<file path="src/ddr_wr_pkg.sv">
// shared definitions for the DDR2 write PHY
//   burst geometry constants
//   beat pair select type and its two values
//   write controller state encoding
//   control word from the controller to the datapaths
`default_nettype none

package ddr_wr_pkg;

	// ********************
	// burst geometry
	// ********************

	// DDR2 burst length 4
	localparam int BEATS_PER_BURST = 4;
	// two beats per clk, one per clk phase
	localparam int BEATS_PER_CLK = 2;

	// which beat pair goes out in a data cycle
	typedef logic [0:0] beat_pair_t;

	// beats 0 and 1
	localparam beat_pair_t BEAT_PAIR_LO = 1'b0;
	// beats 2 and 3
	localparam beat_pair_t BEAT_PAIR_HI = 1'b1;

	// ********************
	// controller types
	// ********************

	typedef enum logic [2:0] {
		ST_IDLE      = 3'd0,
		ST_PREAMBLE  = 3'd1,
		ST_DATA0     = 3'd2,
		ST_DATA1     = 3'd3,
		ST_POSTAMBLE = 3'd4
	} wr_state_t;

	// enables describe the pin cycle that follows
	typedef struct packed {
		logic       load;
		beat_pair_t beat_sel;
		logic       dq_en;
		logic       dqs_en;
		logic       dqs_run;
	} phy_ctrl_t;

endpackage

`default_nettype wire

</file>
<file path="src/ddr_ddio_out.sv">
// soft-logic double data rate output register
//   rising-edge capture of a two-beat word
//   asynchronous reset to all ones or all zeros
//   clk-driven mux, low beat in the high phase, high beat in the low phase
`timescale 1ns/1ps
`default_nettype none

module ddr_ddio_out #(
	parameter int WIDTH      = 1,
	parameter bit RESET_HIGH = 1'b0
) (
	input  wire                                     clk,
	input  wire                                     dr_reset_n,
	// {second beat, first beat}
	input  wire [ddr_wr_pkg::BEATS_PER_CLK*WIDTH-1:0] datain,
	output logic [WIDTH-1:0]                        dataout
);

	import ddr_wr_pkg::*;

	// ********************
	// word register
	// ********************

	localparam int IN_WIDTH = BEATS_PER_CLK * WIDTH;

	// value the pin shows while in reset and just after
	localparam logic [IN_WIDTH-1:0] RESET_WORD = {IN_WIDTH{RESET_HIGH}};

	// both beats of the current clk cycle
	logic [IN_WIDTH-1:0] word_q;

	// one register for both phases
	// so every pin built from this block has the same phase relation to clk
	always_ff @(posedge clk or negedge dr_reset_n) begin
		if (!dr_reset_n) begin
			word_q <= RESET_WORD;
		end else begin
			word_q <= datain;
		end
	end

	// ********************
	// phase mux
	// ********************

	// first beat while clk is high
	// second beat while clk is low
	// the low phase still sees the word loaded on the preceding rising edge
	always_comb begin
		if (clk) begin
			dataout = word_q[0 +: WIDTH];
		end else begin
			dataout = word_q[WIDTH +: WIDTH];
		end
	end

endmodule

`default_nettype wire

</file>
<file path="src/ddr_wr_ctrl.sv">
// write burst controller
//   state machine idle, preamble, two data cycles, postamble
//   request accept and burst capture strobe
//   registered busy level and wr_done pulse
//   registered enables for the DQ and DQS datapaths
`timescale 1ns/1ps
`default_nettype none

module ddr_wr_ctrl (
	input  wire                   clk,
	input  wire                   dr_reset_n,
	input  wire                   wr_req,
	output logic                  busy,
	output logic                  wr_done,
	output ddr_wr_pkg::phy_ctrl_t ctrl
);

	import ddr_wr_pkg::*;

	// ********************
	// state machine
	// ********************

	wr_state_t state;
	wr_state_t state_next;

	// a request only counts in idle
	// anything seen while a burst runs is dropped here
	logic accept;

	assign accept = wr_req && (state == ST_IDLE);

	// one step per clk once started, no waits
	always_comb begin
		state_next = state;
		case (state)
			ST_IDLE: begin
				if (accept) begin
					state_next = ST_PREAMBLE;
				end
			end
			ST_PREAMBLE: begin
				state_next = ST_DATA0;
			end
			ST_DATA0: begin
				state_next = ST_DATA1;
			end
			ST_DATA1: begin
				state_next = ST_POSTAMBLE;
			end
			ST_POSTAMBLE: begin
				state_next = ST_IDLE;
			end
			default: begin
				state_next = ST_IDLE;
			end
		endcase
	end

	// ********************
	// enable decode
	// ********************

	// decoded from the state being entered
	// the datapaths add one register, so each pin follows its state by one cycle
	logic       dq_en_next;
	logic       dqs_en_next;
	logic       dqs_run_next;
	beat_pair_t beat_sel_next;

	always_comb begin
		dq_en_next    = 1'b0;
		dqs_en_next   = 1'b0;
		dqs_run_next  = 1'b0;
		beat_sel_next = BEAT_PAIR_LO;
		case (state_next)
			// strobe driven low, no data yet
			ST_PREAMBLE, ST_POSTAMBLE: begin
				dqs_en_next = 1'b1;
			end
			ST_DATA0: begin
				dq_en_next   = 1'b1;
				dqs_en_next  = 1'b1;
				dqs_run_next = 1'b1;
			end
			ST_DATA1: begin
				dq_en_next    = 1'b1;
				dqs_en_next   = 1'b1;
				dqs_run_next  = 1'b1;
				beat_sel_next = BEAT_PAIR_HI;
			end
			default: begin
				dq_en_next = 1'b0;
			end
		endcase
	end

	// ********************
	// registers
	// ********************

	logic       dq_en_q;
	logic       dqs_en_q;
	logic       dqs_run_q;
	beat_pair_t beat_sel_q;

	always_ff @(posedge clk or negedge dr_reset_n) begin
		if (!dr_reset_n) begin
			state      <= ST_IDLE;
			busy       <= 1'b0;
			wr_done    <= 1'b0;
			dq_en_q    <= 1'b0;
			dqs_en_q   <= 1'b0;
			dqs_run_q  <= 1'b0;
			beat_sel_q <= BEAT_PAIR_LO;
		end else begin
			state      <= state_next;
			// high from the preamble state until back in idle
			busy       <= (state_next != ST_IDLE);
			// same cycle as the last beat pair on the pins
			wr_done    <= (state_next == ST_POSTAMBLE);
			dq_en_q    <= dq_en_next;
			dqs_en_q   <= dqs_en_next;
			dqs_run_q  <= dqs_run_next;
			beat_sel_q <= beat_sel_next;
		end
	end

	// load is the accept itself
	// so the burst is taken on the same edge as the request
	assign ctrl = '{
		load:     accept,
		beat_sel: beat_sel_q,
		dq_en:    dq_en_q,
		dqs_en:   dqs_en_q,
		dqs_run:  dqs_run_q
	};

endmodule

`default_nettype wire

</file>
<file path="src/ddr_dq_path.sv">
// DQ and DM datapath
//   burst holding register loaded on ctrl.load
//   beat pair select for each data cycle
//   DDR output registers for DQ and DM
//   DQ output enable aligned to the DDR output
`timescale 1ns/1ps
`default_nettype none

module ddr_dq_path #(
	parameter int DATA_WIDTH = 8,
	parameter bit RESET_HIGH = 1'b0
) (
	input  wire                                                clk,
	input  wire                                                dr_reset_n,
	input  wire ddr_wr_pkg::phy_ctrl_t                         ctrl,
	input  wire [DATA_WIDTH*ddr_wr_pkg::BEATS_PER_BURST-1:0]    wr_data,
	input  wire [(DATA_WIDTH/8)*ddr_wr_pkg::BEATS_PER_BURST-1:0] wr_mask,
	output logic [DATA_WIDTH-1:0]                              dq,
	output logic [DATA_WIDTH/8-1:0]                            dm,
	output logic                                               dq_oe
);

	import ddr_wr_pkg::*;

	// one DM bit per byte lane
	localparam int DM_WIDTH = DATA_WIDTH / 8;
	localparam int DQ_PAIR  = DATA_WIDTH * BEATS_PER_CLK;
	localparam int DM_PAIR  = DM_WIDTH * BEATS_PER_CLK;

	// ********************
	// burst capture
	// ********************

	// host may change wr_data once the burst is taken
	logic [DATA_WIDTH*BEATS_PER_BURST-1:0] data_q;
	logic [DM_WIDTH*BEATS_PER_BURST-1:0]   mask_q;

	always_ff @(posedge clk) begin
		if (ctrl.load) begin
			data_q <= wr_data;
			mask_q <= wr_mask;
		end
	end

	// ********************
	// beat pair select
	// ********************

	// beat 0 sits lowest, so a pair slice is already {second, first}
	// outside data cycles the pins park at their reset level
	logic [DQ_PAIR-1:0] dq_pair;
	logic [DM_PAIR-1:0] dm_pair;

	always_comb begin
		if (ctrl.dq_en) begin
			dq_pair = data_q[int'(ctrl.beat_sel) * DQ_PAIR +: DQ_PAIR];
			dm_pair = mask_q[int'(ctrl.beat_sel) * DM_PAIR +: DM_PAIR];
		end else begin
			dq_pair = {DQ_PAIR{RESET_HIGH}};
			dm_pair = {DM_PAIR{RESET_HIGH}};
		end
	end

	ddr_ddio_out #(
		.WIDTH      (DATA_WIDTH),
		.RESET_HIGH (RESET_HIGH)
	) u_dq_ddio (
		.clk        (clk),
		.dr_reset_n (dr_reset_n),
		.datain     (dq_pair),
		.dataout    (dq)
	);

	ddr_ddio_out #(
		.WIDTH      (DM_WIDTH),
		.RESET_HIGH (RESET_HIGH)
	) u_dm_ddio (
		.clk        (clk),
		.dr_reset_n (dr_reset_n),
		.datain     (dm_pair),
		.dataout    (dm)
	);

	// same stage as the DDIO word register
	always_ff @(posedge clk or negedge dr_reset_n) begin
		if (!dr_reset_n) begin
			dq_oe <= 1'b0;
		end else begin
			dq_oe <= ctrl.dq_en;
		end
	end

endmodule

`default_nettype wire

</file>
<file path="src/ddr_dqs_gen.sv">
// DQS strobe generator
//   high-then-low pair per data cycle, low otherwise
//   DDR output register for the strobe pin
//   DQS output enable covering preamble, data and postamble
`timescale 1ns/1ps
`default_nettype none

module ddr_dqs_gen #(
	parameter bit RESET_HIGH = 1'b0
) (
	input  wire                        clk,
	input  wire                        dr_reset_n,
	input  wire ddr_wr_pkg::phy_ctrl_t ctrl,
	output logic                       dqs,
	output logic                       dqs_oe
);

	import ddr_wr_pkg::*;

	// ********************
	// strobe pattern
	// ********************

	// {second beat, first beat}
	// high while clk is high, edges line up with the DQ beats
	localparam logic [BEATS_PER_CLK-1:0] DQS_TOGGLE = 2'b01;
	// preamble and postamble hold the strobe low
	localparam logic [BEATS_PER_CLK-1:0] DQS_LOW    = 2'b00;

	logic [BEATS_PER_CLK-1:0] dqs_pair;

	assign dqs_pair = ctrl.dqs_run ? DQS_TOGGLE : DQS_LOW;

	ddr_ddio_out #(
		.WIDTH      (1),
		.RESET_HIGH (RESET_HIGH)
	) u_dqs_ddio (
		.clk        (clk),
		.dr_reset_n (dr_reset_n),
		.datain     (dqs_pair),
		.dataout    (dqs)
	);

	// ********************
	// output enable
	// ********************

	// one stage, same as the strobe register
	always_ff @(posedge clk or negedge dr_reset_n) begin
		if (!dr_reset_n) begin
			dqs_oe <= 1'b0;
		end else begin
			dqs_oe <= ctrl.dqs_en;
		end
	end

endmodule

`default_nettype wire

</file>
<file path="src/ddr_wr_phy.sv">
// DDR2 write PHY top level
//   write controller
//   DQ and DM datapath
//   DQS generator
`timescale 1ns/1ps
`default_nettype none

module ddr_wr_phy #(
	parameter int DATA_WIDTH = 8,
	parameter bit RESET_HIGH = 1'b0
) (
	input  wire                                                clk,
	input  wire                                                dr_reset_n,
	// host side
	input  wire                                                wr_req,
	input  wire [DATA_WIDTH*ddr_wr_pkg::BEATS_PER_BURST-1:0]    wr_data,
	input  wire [(DATA_WIDTH/8)*ddr_wr_pkg::BEATS_PER_BURST-1:0] wr_mask,
	output logic                                               busy,
	output logic                                               wr_done,
	// pin side
	output logic [DATA_WIDTH-1:0]                              dq,
	output logic [DATA_WIDTH/8-1:0]                            dm,
	output logic                                               dq_oe,
	output logic                                               dqs,
	output logic                                               dqs_oe
);

	import ddr_wr_pkg::*;

	// single source, both datapaths only listen
	phy_ctrl_t ctrl;

	ddr_wr_ctrl u_ctrl (
		.clk        (clk),
		.dr_reset_n (dr_reset_n),
		.wr_req     (wr_req),
		.busy       (busy),
		.wr_done    (wr_done),
		.ctrl       (ctrl)
	);

	// wr_data and wr_mask go straight in, taken on ctrl.load
	ddr_dq_path #(
		.DATA_WIDTH (DATA_WIDTH),
		.RESET_HIGH (RESET_HIGH)
	) u_dq_path (
		.clk        (clk),
		.dr_reset_n (dr_reset_n),
		.ctrl       (ctrl),
		.wr_data    (wr_data),
		.wr_mask    (wr_mask),
		.dq         (dq),
		.dm         (dm),
		.dq_oe      (dq_oe)
	);

	ddr_dqs_gen #(
		.RESET_HIGH (RESET_HIGH)
	) u_dqs_gen (
		.clk        (clk),
		.dr_reset_n (dr_reset_n),
		.ctrl       (ctrl),
		.dqs        (dqs),
		.dqs_oe     (dqs_oe)
	);

endmodule

`default_nettype wire

</file>
<file path="config.mk">
export PLATFORM = sky130hd
export DESIGN_NAME = ddr_wr_phy
export DESIGN_NICKNAME = d
export VERILOG_FILES = /design/src/ddr_wr_pkg.sv /design/src/ddr_ddio_out.sv /design/src/ddr_wr_ctrl.sv /design/src/ddr_dq_path.sv /design/src/ddr_dqs_gen.sv /design/src/ddr_wr_phy.sv
export SDC_FILE = /design/constraint.sdc
export NUM_CORES = 1
export LEC_CHECK = 0
export BUFFER_PORTS_ARGS = -buffer_cell sky130_fd_sc_hd__buf_2
export CAP_MARGIN = 20
export CELL_PAD_IN_SITES_DETAIL_PLACEMENT = 0
export CELL_PAD_IN_SITES_GLOBAL_PLACEMENT = 1
export CORE_ASPECT_RATIO = 0.9
export CORE_MARGIN = 2
export CORE_UTILIZATION = 39
export DETAILED_ROUTE_END_ITERATION = 7
export PLACE_DENSITY_LB_ADDON = 0.05
export SLEW_MARGIN = 30
export SYNTH_ARGS = -nofsm -noshare
export SYNTH_HDL_FRONTEND = slang
export SYNTH_SLANG_ARGS = --single-unit
</file>
<file path="constraint.sdc">
create_clock -name clk -period 4.9 [get_ports clk]
set_input_delay 0.735 -clock clk [delete_from_list [all_inputs] [get_ports clk]]
set_output_delay 0.735 -clock clk [all_outputs]
set_load 0.05 [all_outputs]
</file>
==> impl_metrics.json <==
{
  "grt_pass1_wl_mm": 5.95,
  "ir_worst_vdd_uv": 487,
  "drtIter0Drc": 42,
  "clkLatencyLatePin_ns": 0.43,
  "fin_area_um2": 2900,
  "grt_max_degree": 37,
  "crit_path_frequent_cell": "clkbuf_8",
  "diodes": 0,
  "drv_cap": 0,
  "max_stage_delay_ns": 0.29,
  "crit_chain": "clkbuf_8 -> clkbuf_8 -> mux2_2 -> buf_2",
  "clk_pin_slew_ns": 0.06,
  "dpl_cell_area_um2": 2620,
  "r2r_cells": 2,
  "rr_endpoint": "u_dq_path.data_q[20]",
  "viasPerCell": 4.62,
  "portBuffers": 52,
  "yosysWarnings": 0,
  "gp_congestion": 0.710,
  "tightest_slew_ns": 0.598,
  "cp_max_fo": 6,
  "drtAntennaViolNets": 0,
  "end_kind": "output port",
  "tns_ns": 0,
  "grtUsageTotal": 0.129,
  "coreArea_um2": 5660,
  "r2r_slack_ns": 3.34,
  "grt_overflow_total": 0,
  "first_global_vias": 1430,
  "drt-total-wl_mm": 3.48,
  "num_rows": 26,
  "die_area_um2": 6500,
  "die_w_um": 84.8,
  "vias": 1234,
  "status": "finished, final reports clean",
  "syn_nets": 167,
  "syn_to_final_growth_pct": 26.7,
  "yosysUniqueCellTypes": 16,
  "final_nets": 230,
  "maxSlewHeadroom": 0.601,
  "yosysTopAreaCell": "edfxtp_1",
  "synth_cells": 128,
  "rsz0062_at_grt": "no",
  "wire_per_inst_um": 13.0,
  "p_per_area_nw_per_um2": 720,
  "ys_seq_area_frac": 0.778,
  "ctsHoldBuffers": 0,
  "cts_tree": "yes",
  "post_cts_buffers": 0,
  "worstPathRequired_ns": 4.16,
  "start_kind": "clock port",
  "ios": 53,
  "fin_worst_skew_ns": 0.00668,
  "avgSynthCellArea_um2": 17.9,
  "crit_family": "buffers and inverters",
  "synth_top_area_frac": 0.472,
  "r2r_start": "u_ctrl.state[0]",
  "post-dp-hpwl_mm": 2.18,
  "drv_slew": 0,
  "p_leak_nw": 1.23,
  "setup_viol": 0,
  "synth_seq_cells": 64,
  "dr.pass1.iters": 4,
  "layout-drive-gt1-share": 0.411,
  "slowest_stage": "mux2_2",
  "path_buf_inv": 3,
  "synth_area_leaders": "edfxtp_1 47%, dfrtp_1 31%, mux2i_1 7.9%",
  "netlist_area_um2": 2290,
  "start_util": 0.405,
  "ctsResizeCount": 0,
  "finalHoldViolCount": 0,
  "drc_errors": 0,
  "antenna_found_initial": 0,
  "fin_hold_ws_ns": 0.308,
  "die_h_um": 76.7,
  "min_path_type": "input port to asynchronous set/reset pin",
  "crit_arrival_ns": 3.22,
  "critPathKind": "clock port to output port"
}
per-stage QoR:
step,total power [mW],util,setup slack (ns),instances
after detailed placement,1.48,0.462,1.27,246
after CTS,2.14,0.513,0.925,267
after global routing,2.22,0.513,0.903,267
final,2.09,0.513,0.945,267
after global placement,1.47,0.462,1.27,246
after floorplan,1.38,-,1.16,128
synth_stat cells (all sizes together):
cell type and number:
and2 1, buf 3, clkbuf 2, dfrtp 28, edfxtp 36, mux2 9
mux2i 18, nand2 1, nor2 7, nor2b 18, nor3 2, nor3b 1
nor4b 1, xnor2 1
logic make-up (layout without fill, tap and decap cells):
kind of cell,after synthesis,in the layout,share of synthesized area
XOR/XNOR,1,1,0.00382
buffers and inverters,5,74,0.0191
flip-flops,64,64,0.778
multiplexers,27,27,0.123
AND/OR/NAND/NOR,31,31,0.0765
metal layers:
metal,up-vias,wire (um),global-route usage
met1,578,1320,0.117
met4,0,125,0.105
met3,16,411,0.119
li1,580,-,-
met5,-,0,0
met2,60,1620,0.175
how the worst max path moves through the flow:
| stage | from | to | cells past startpoint |
|---|---|---|---|
| floorplan | clk | dm | 2 |
| global placement | clk | dm | 2 |
| detailed placement | clk | dm | 2 |
| CTS | clk | dq[1] | 4 |
| global route | clk | dq[2] | 4 |
| finish | clk | dq[1] | 4 |
where the power goes:
| group | switching (mW) | internal [mW] |
|---|---|---|
| logic | 0.147 | 0.115 |
| clock network | 0.487 | 0.494 |
| registers | 0.102 | 0.745 |
| total | 0.737 | 1.35 |
state kept, by name, summed over array words and instances, names as in the netlist:
signal / count
u_ctrl.dqs_en_q: 1
u_ctrl.busy: 1
u_dq_path.mask_q: 4
u_dq_path.u_dq_ddio.word_q: 16
u_ctrl.state: 3
u_dq_path.u_dm_ddio.word_q: 2
u_ctrl.wr_done: 1
u_ctrl.dq_en_q: 1
u_dqs_gen.u_dqs_ddio.word_q: 1
u_dq_path.data_q: 32
u_dqs_gen.dqs_oe: 1
u_ctrl.beat_sel_q: 1
layout make-up:
| cell class | instances | area [um^2] |
|---|---|---|
| timing repair buffer | 43 | 218 |
| fill | 512 | 2760 |
| multi-input combinational | 59 | 480 |
| tap | 70 | 87.6 |
| clock buffer | 27 | 265 |
| sequential | 64 | 1780 |
| clock inverter | 4 | 68.8 |
cell usage in the layout, fill, tap and decap left out, drive strengths merged:
cell type | synthesis | final
edfxtp | 36 | 36
nor3b | 1 | 1
nor4b | 1 | 1
dfrtp | 28 | 28
nor2 | 7 | 7
nor2b | 18 | 18
xnor2 | 1 | 1
and2 | 1 | 1
bufinv | 0 | 2
nand2 | 1 | 1
mux2 | 9 | 9
buf | 3 | 53
mux2i | 18 | 18
nor3 | 2 | 2
clkinv | 0 | 2
clkbuf | 2 | 17
No activity file was read; power rests on OpenSTA's default activity.
